[src/design/bp_pkg.sv]
package bp_pkg;

    // Instruction address
    typedef logic [31:0] pc_t;

    // Kind of instruction in execute
    // Bit 0 marks a conditional branch, bit 1 an unconditional jump
    typedef logic [1:0] branch_op_t;

    localparam branch_op_t BRANCH_OP_NONE = 2'b00;
    localparam branch_op_t BRANCH_OP_COND = 2'b01;
    localparam branch_op_t BRANCH_OP_JUMP = 2'b10;

    // Global history pattern
    // Bit 0 is the latest outcome, bit 1 the one before it
    typedef logic [1:0] local_src_t;

    // Two-bit saturating counter
    // Top bit set means predict taken
    typedef enum logic [1:0] {
        STRONG_NT = 2'b00,
        WEAK_NT   = 2'b01,
        WEAK_T    = 2'b10,
        STRONG_T  = 2'b11
    } counter_t;

    // Number of counters per index, one for each history pattern
    localparam int HISTORY_PATTERNS = 4;

    // First PC bit used for table indexing
    localparam int INDEX_LSB = 2;

endpackage

[src/design/bp_update_if.sv]
interface bp_update_if;

    // Execute stage is stalled, hold everything
    logic               stall_e;
    // Kind of instruction being resolved
    bp_pkg::branch_op_t branch_op_e;
    // Resolved outcome, high when taken
    logic               pc_src_res_e;
    // Address of the resolved instruction
    bp_pkg::pc_t        pc_e;
    // Resolved target address
    bp_pkg::pc_t        target_e;

    // Execute stage side
    modport exec (
        output stall_e,
        output branch_op_e,
        output pc_src_res_e,
        output pc_e,
        output target_e
    );

    // Predictor blocks, read only
    modport pred (
        input stall_e,
        input branch_op_e,
        input pc_src_res_e,
        input pc_e,
        input target_e
    );

endinterface

[src/design/branch_predictor.sv]
module branch_predictor #(
    parameter int INDEX_BITS = 4
) (
    input  logic               clk_i,
    input  logic               reset_i,

    // Fetch stage lookup
    input  bp_pkg::pc_t        pc_f_i,

    // Execute stage resolution
    input  logic               stall_e_i,
    input  bp_pkg::branch_op_t branch_op_e_i,
    input  logic               pc_src_res_e_i,
    input  bp_pkg::pc_t        pc_e_i,
    input  bp_pkg::pc_t        target_e_i,

    // Prediction back to fetch
    output logic               pred_taken_f_o,
    output bp_pkg::pc_t        pred_target_f_o
);

    bp_update_if upd ();

    bp_pkg::local_src_t local_src;
    logic               counter_taken;
    logic               btb_hit;
    logic               btb_is_jump;
    bp_pkg::pc_t        btb_target;

    // Execute ports onto the shared update bus
    assign upd.stall_e      = stall_e_i;
    assign upd.branch_op_e  = branch_op_e_i;
    assign upd.pc_src_res_e = pc_src_res_e_i;
    assign upd.pc_e         = pc_e_i;
    assign upd.target_e     = target_e_i;

    ghr u_ghr (
        .clk_i       (clk_i),
        .reset_i     (reset_i),
        .upd         (upd),
        .local_src_o (local_src)
    );

    pattern_table #(
        .INDEX_BITS (INDEX_BITS)
    ) u_pattern_table (
        .clk_i           (clk_i),
        .reset_i         (reset_i),
        .upd             (upd),
        .local_src_i     (local_src),
        .pc_f_i          (pc_f_i),
        .counter_taken_o (counter_taken)
    );

    branch_target_buffer #(
        .INDEX_BITS (INDEX_BITS)
    ) u_btb (
        .clk_i     (clk_i),
        .reset_i   (reset_i),
        .upd       (upd),
        .pc_f_i    (pc_f_i),
        .hit_o     (btb_hit),
        .is_jump_o (btb_is_jump),
        .target_o  (btb_target)
    );

    // Need a BTB hit, then jumps always go, branches follow the counter
    assign pred_taken_f_o  = btb_hit & (btb_is_jump | counter_taken);
    // BTB already gives zero on a miss
    assign pred_target_f_o = btb_target;

endmodule

[src/design/branch_target_buffer.sv]
module branch_target_buffer #(
    parameter int INDEX_BITS = 4
) (
    input  logic        clk_i,
    input  logic        reset_i,
    bp_update_if.pred   upd,
    input  bp_pkg::pc_t pc_f_i,
    output logic        hit_o,
    output logic        is_jump_o,
    output bp_pkg::pc_t target_o
);

    localparam int NUM_ENTRIES = 1 << INDEX_BITS;
    localparam int TAG_LSB     = bp_pkg::INDEX_LSB + INDEX_BITS;
    localparam int TAG_BITS    = 32 - TAG_LSB;

    typedef logic [INDEX_BITS-1:0] index_t;
    typedef logic [TAG_BITS-1:0]   tag_t;

    // Valid bits are control state
    logic [NUM_ENTRIES-1:0] valid;

    // Entry payload
    tag_t        tags    [NUM_ENTRIES];
    bp_pkg::pc_t targets [NUM_ENTRIES];
    logic        jumps   [NUM_ENTRIES];

    index_t rd_idx;
    tag_t   rd_tag;
    index_t wr_idx;
    tag_t   wr_tag;
    logic   wr_en;

    // Fetch side split of the PC
    assign rd_idx = pc_f_i[bp_pkg::INDEX_LSB +: INDEX_BITS];
    assign rd_tag = pc_f_i[TAG_LSB +: TAG_BITS];

    // Execute side split of the PC
    assign wr_idx = upd.pc_e[bp_pkg::INDEX_LSB +: INDEX_BITS];
    assign wr_tag = upd.pc_e[TAG_LSB +: TAG_BITS];

    // Only taken branches and jumps allocate
    // Not taken leaves the entry alone
    assign wr_en = ~upd.stall_e & upd.pc_src_res_e
                 & (upd.branch_op_e != bp_pkg::BRANCH_OP_NONE);

    always_ff @(posedge clk_i or posedge reset_i) begin
        if (reset_i) begin
            valid <= '0;
        end else if (wr_en) begin
            valid[wr_idx] <= 1'b1;
        end
    end

    // Overwrites any alias sitting at the same index
    always_ff @(posedge clk_i) begin
        if (wr_en) begin
            tags[wr_idx]    <= wr_tag;
            targets[wr_idx] <= upd.target_e;
            jumps[wr_idx]   <= upd.branch_op_e[1];
        end
    end

    // Lookup
    assign hit_o     = valid[rd_idx] & (tags[rd_idx] == rd_tag);
    assign is_jump_o = hit_o & jumps[rd_idx];
    // Zero target on a miss
    assign target_o  = hit_o ? targets[rd_idx] : '0;

    // Misses never leak a stale target
    a_miss_zero: assert property (
        @(posedge clk_i) disable iff (reset_i)
        !hit_o |-> (target_o == '0)
    ) else $error("btb target nonzero on miss");

endmodule

[src/design/ghr.sv]
module ghr (
    input  logic               clk_i,
    input  logic               reset_i,
    bp_update_if.pred          upd,
    output bp_pkg::local_src_t local_src_o
);

    // History states, named older outcome first
    // U is untaken, T is taken
    typedef enum logic [1:0] {
        UU = 2'b00,
        UT = 2'b01,
        TU = 2'b10,
        TT = 2'b11
    } ghr_state_t;

    ghr_state_t state;
    ghr_state_t state_next;

    // Only unstalled conditional branches move the history
    logic shift_en;

    assign shift_en = upd.branch_op_e[0] & ~upd.stall_e;

    always_ff @(posedge clk_i or posedge reset_i) begin
        if (reset_i) begin
            state <= UT;
        end else begin
            state <= state_next;
        end
    end

    // Old bit 0 moves up, outcome enters at bit 0
    always_comb begin
        state_next = state;
        if (shift_en) begin
            case (state)
                UU, TU:  state_next = upd.pc_src_res_e ? UT : UU;
                UT, TT:  state_next = upd.pc_src_res_e ? TT : TU;
                default: state_next = UT;
            endcase
        end
    end

    // Encoding doubles as the counter select
    assign local_src_o = bp_pkg::local_src_t'(state);

    // History must never go unknown once out of reset
    a_state_known: assert property (
        @(posedge clk_i) disable iff (reset_i)
        !$isunknown(state)
    ) else $error("ghr state is unknown");

endmodule

[src/design/pattern_table.sv]
module pattern_table #(
    parameter int INDEX_BITS = 4
) (
    input  logic               clk_i,
    input  logic               reset_i,
    bp_update_if.pred          upd,
    input  bp_pkg::local_src_t local_src_i,
    input  bp_pkg::pc_t        pc_f_i,
    output logic               counter_taken_o
);

    localparam int NUM_SETS = 1 << INDEX_BITS;

    typedef logic [INDEX_BITS-1:0] index_t;

    // One set of counters per index, one counter per history pattern
    bp_pkg::counter_t [NUM_SETS-1:0][bp_pkg::HISTORY_PATTERNS-1:0] counters;

    index_t           rd_idx;
    index_t           wr_idx;
    bp_pkg::counter_t rd_cnt;
    bp_pkg::counter_t wr_cnt;
    bp_pkg::counter_t wr_cnt_next;
    logic             train_en;

    // Fetch lookup
    assign rd_idx = pc_f_i[bp_pkg::INDEX_LSB +: INDEX_BITS];
    assign rd_cnt = counters[rd_idx][local_src_i];

    // Top bit of the counter is the direction
    assign counter_taken_o = rd_cnt[1];

    // Execute training, same history as the lookup
    assign wr_idx   = upd.pc_e[bp_pkg::INDEX_LSB +: INDEX_BITS];
    assign wr_cnt   = counters[wr_idx][local_src_i];
    assign train_en = upd.branch_op_e[0] & ~upd.stall_e;

    // Step toward the outcome, saturate at both ends
    always_comb begin
        wr_cnt_next = wr_cnt;
        if (upd.pc_src_res_e) begin
            if (wr_cnt != bp_pkg::STRONG_T) begin
                wr_cnt_next = bp_pkg::counter_t'(wr_cnt + 2'd1);
            end
        end else begin
            if (wr_cnt != bp_pkg::STRONG_NT) begin
                wr_cnt_next = bp_pkg::counter_t'(wr_cnt - 2'd1);
            end
        end
    end

    always_ff @(posedge clk_i or posedge reset_i) begin
        if (reset_i) begin
            // Everything starts weakly not taken
            for (int s = 0; s < NUM_SETS; s++) begin
                for (int h = 0; h < bp_pkg::HISTORY_PATTERNS; h++) begin
                    counters[s][h] <= bp_pkg::WEAK_NT;
                end
            end
        end else if (train_en) begin
            counters[wr_idx][local_src_i] <= wr_cnt_next;
        end
    end

    // Stalled execute leaves the whole table untouched
    a_stall_holds: assert property (
        @(posedge clk_i) disable iff (reset_i)
        upd.stall_e |=> $stable(counters)
    ) else $error("pattern table changed during stall");

endmodule

[config.mk]
export PLATFORM = sky130hd
export DESIGN_NAME = branch_predictor
export DESIGN_NICKNAME = d
export VERILOG_FILES = /design/src/design/bp_pkg.sv /design/src/design/bp_update_if.sv /design/src/design/branch_predictor.sv /design/src/design/branch_target_buffer.sv /design/src/design/ghr.sv /design/src/design/pattern_table.sv
export SDC_FILE = /design/constraint.sdc
export NUM_CORES = 1
export LEC_CHECK = 0
export BUFFER_PORTS_ARGS = -buffer_cell sky130_fd_sc_hd__buf_2
export CORE_ASPECT_RATIO = 1.1
export CORE_MARGIN = 2
export CORE_UTILIZATION = 40
export DETAILED_ROUTE_END_ITERATION = 7
export PLACE_DENSITY = 0.55
export SLEW_MARGIN = 30
export SYNTH_ARGS = -nofsm -noshare
export SYNTH_HDL_FRONTEND = slang
export SYNTH_SLANG_ARGS = --single-unit
[constraint.sdc]
create_clock -name clk_i -period 13.8 [get_ports clk_i]
set_clock_uncertainty 0.15 [all_clocks]
set_input_delay 1.38 -clock clk_i [delete_from_list [all_inputs] [get_ports clk_i]]
set_output_delay 1.38 -clock clk_i [all_outputs]
set_load 0.1 [all_outputs]
==> flow_results.org <==
** Run status
- Result of the run :: complete, no violations

** Detailed routing
- Post-route met1 wirelength :: 44290 µm
- Number of nets with antenna violations after detailed routing :: 0
- In the routed layout, each cell is associated on average with a via count of approximately 5.7.
- DRC violation total after the first TritonRoute iteration :: between 2k and 2.5k
- After detailed routing, the total wire length is between 100000 and 150000 µm.
- Routed wire length per instance :: approximately 27 µm
- Detailed-routing iteration count for the pre-antenna-repair pass :: 8
- Top routing layer in use :: met5
- Met2 layer wire length in the routed design :: 54070 µm
- DR DRC count :: 0
- Met3 wire length :: between 6000 and 7000 µm
- Total vias in the final route :: 22.41k

** Synth
- During synthesis, Yosys emitted a total of 0 warnings.
- Ranked by total cell area, the synthesized netlist is headed by edfxtp_1 64%, mux4_2 15%, dfrtp_1 4.6%, dfstp_2 3.9%, mux2i_1 2.2%.
- Among all flip-flop cells after synthesis, the most frequent one is edfxtp_1.
- The largest total area in the synthesized netlist belongs to edfxtp_1.
- In this run the mean area of a mapped cell was 19.45 µm².
- Synthesized Nets :: between 2k and 2.5k
- The share of synthesized area in the top cell type comes to 0.6416.
- Synthesis handed over a netlist of approximately 2.3k instances.
- In this run, distinct cell masters in the synthesized netlist total 62.
- List of most frequent post-synthesis cells :: 944 x edfxtp_1, 288 x mux4_2, 155 x nor2_1
- For this run, asynchronously set or reset flops after synthesis account for 0.1339.
- In this run, synthesis produced a sequential element count of 1090.
- The most common cell in the synthesized netlist is edfxtp_1.
- The cell area that synthesis handed to floorplanning was roughly 44000 µm².
- EDFF count, synth :: approximately 940
- Share of synthesized area occupied by flip-flops and latches :: 0.7262

** Setup path
- CP Data Required Time :: 12270 ps
- Kind of start point of the critical path :: input pin
- Start-to-end type of the worst setup path :: in -> out
- Data on the critical path arrives at its endpoint at around 6500 ps.
- Category of the worst setup path capture point :: output port
- Along the worst path, the maximum fanout reaches 57.

** Power and ir drop
- Maximum resistive drop on vdd :: 0.08722 mV
- Power density over the cells :: between 100 and 150 nW/µm²
- The analysis attributes to cell leakage a power of ~16 nW.

** STA
- Final Max Slew Viols :: 0
- Dividing the final minimum period by the clock period gives 0.5804.
- Measured against its own limit, the worst slew margin works out to 0.3352.
- Peak clock frequency supported by timing :: 124.9 MHz
- The hold violation count in the final report came to 0.
- PnR worst setup slack :: 5791 ps
- For the final routed database, the setup TNS stands at 0 ps.
- Setup repair after global routing left no endpoint under its margin.
- Hold_ws :: 312.0 ps
- At the pin with the least slew margin, the transition time is around 1000 ps.
- Minimum clock period :: around 8000 ps
- Setup violations, final :: 0

** Global routing
- GRT Residual Overflow :: 0
- Largest net degree at the start of global routing :: 91
- Total routing resource utilization after global routing :: 0.1912
- Via count of the first global-routing pass :: ~23k
- First-pass GRT wire length :: around 160000 µm
- The number of antenna violations at the first check in global routing came to 23.

** Placed design
- The congestion estimate from routability-driven global placement came to ~0.78.
- Worst setup slack before clock tree synthesis :: 5675 ps
- Summed over all nets, the half-perimeter wirelength after detailed placement is 57770 µm.
- Count of buffers from port buffering :: between 100 and 150

** Die
- Count of boundary I/O pins :: between 100 and 150
- In this run the core area contains about 130 standard-cell rows.
- The die is around 350 µm tall.
- Area of the core :: between 100000 and 150000 µm²
- For this configuration, the core starts out at a cell density of 0.4041.
- Area of the die :: about 110000 µm²
- Die Wd :: around 320 µm

** Layout
- Proportion of layout cells with a drive suffix above 1 :: 0.3062
- For this run, the share of the core covered by cells in the final layout is 0.4582.
- Area grow syn2layout :: 13.40%
- Net count of the finished layout :: approximately 2.5k
- Counting the fill cells in the layout gives 9250.

** Worst hold path
- Worst min path class :: reg -> reg

** Clocking
- Number of gates resized after CTS :: 0
- CTS hold repair buffers :: 0
- TritonCTS clock tree :: built
- H-Tree Depth :: 3
- Clock latency on the worst-skew pair :: roughly 700 ps
- Sinks on the clock net :: between 1k and 1.5k
- Cts bufs inserted :: 110
- Post-CTS Setup Repair Bufs :: 0
- Counting along the longest clock path gives a buffer depth of 3.
- The tree is rooted in a clkbuf_16.
- Clock Pin Slew Worst Setup and Hold Paths :: 60 ps

** Job
- Across the run, the number of max-cap violations was 0.
## cells in the final DEF (no fill, tap or decap), types with 6 or more instances in the layout
cell type | Yosys | layout
clkbuf_16 | 0 | 112
a21oi_1 | 80 | 80
clkbuf_8 | 0 | 6
nand3_1 | 9 | 9
buf_4 | 15 | 47
bufinv_16 | 0 | 10
nand2_1 | 37 | 37
o31ai_1 | 64 | 64
xnor2_1 | 11 | 11
edfxtp_1 | 944 | 944
clkinv_2 | 0 | 14
a22o_1 | 10 | 10
nor2_1 | 155 | 138
o21ai_0 | 72 | 72
nor2b_1 | 18 | 18
nor4_1 | 6 | 6
diode_2 | 0 | 6
buf_2 | 40 | 126
nand4_1 | 7 | 7
or2_2 | 19 | 19
clkinv_1 | 0 | 23
nor3b_2 | 30 | 30
mux2i_1 | 95 | 95
dfrtp_1 | 81 | 81
nand2b_1 | 7 | 7
dfstp_2 | 65 | 65
clkbuf_1 | 63 | 26
a31oi_1 | 7 | 7
nor2_4 | 0 | 16
a22oi_1 | 42 | 42
mux4_2 | 288 | 288
## report_power, final
| group | total, mW | internal [mW] | switching [mW] |
|---|---|---|---|
| sequential | 3.75 | 3.70 | 0.0505 |
| clock | 2.95 | 1.71 | 1.24 |
| combinational | 0.512 | 0.219 | 0.293 |
| total | 7.22 | 5.63 | 1.59 |
## flip-flops by register name (all words and copies together) (netlist names)
| name | cells |
|---|---|
| u_btb.jumps | 16 |
| u_btb.tags | 416 |
| u_btb.targets | 512 |
| u_btb.valid | 16 |
| u_ghr.local_src_o | 2 |
| u_pattern_table.counters | 128 |
## kinds of logic (layout without fill, tap and decap cells)
| family | after synthesis | in the layout | synth area share |
|---|---|---|---|
| other | 0 | 6 | 0 |
| multiplexers | 386 | 386 | 0.1698 |
| adder cells (fa/ha/maj) | 2 | 2 | 0.0004532 |
| flip-flops | 1090 | 1090 | 0.7262 |
| XOR/XNOR | 16 | 16 | 0.003172 |
| AO/OA/AOI/OAI | 302 | 302 | 0.04370 |
| AND/OR/NAND/NOR | 318 | 318 | 0.03883 |
| buffers and inverters | 157 | 391 | 0.01787 |
## critical path, cell delays in order
cell,delay (ps)
buf_8,500
buf_4,640
nor2_1,310
a221oi_1,530
mux2i_1,240
o22ai_1,90
or4_1,520
or4_2,650
buf_4,380
a211oi_2,580
buf_2,540
## final timing paths
path,startpoint,to,slack [ps],cells after the start
setup / recovery,pc_f_i[2],pred_taken_f_o,5790,11
min in group asynchronous,reset_i,u_ghr.local_src_o[1]$_DFFE_PP0P_,680,2
setup reg to reg,u_pattern_table.counters[107]$_DFFE_PP0P_,u_pattern_table.counters[63]$_DFFE_PP0P_,10610,6
hold / removal,u_btb.valid[4]$_DFFE_PP0P_,u_btb.valid[4]$_DFFE_PP0P_,310,1
max in group asynchronous,reset_i,u_btb.valid[3]$_DFFE_PP0P_,11740,3
hold reg to reg,u_btb.valid[4]$_DFFE_PP0P_,u_btb.valid[4]$_DFFE_PP0P_,310,1
## metrics by stage
step                power [mW]  std cells  cell area (µm²)
finish                   7.216       3930            50100
global route             7.454       3926            50090
CTS                      7.281       3924            50070
detailed placement       4.336       3722            46490
global placement         4.306       3718            46370
floorplan                4.160       2271            44180
## final cells by class
type,count,area (µm²),area share
Inverter,5,23.77,0.0004745
Multi-Input combinational cell,1024,11440,0.2283
Antenna cell,6,15.01,0.0002997
Clock inverter,57,588.1,0.01174
Tap cell,1419,1775,0.03544
Clock buffer,145,2990,0.05969
Sequential cell,1090,32080,0.6404
Timing Repair Buffer,184,1184,0.02363
## per-layer routing
metal / GRT usage / vias up
met5: 0 / -
met4: 0.05589 / 20
met3: 0.04025 / 187
met2: 0.3178 / 632
met1: 0.2542 / 11970
li1: - / 9599
Power figures use the tool's default switching activity.
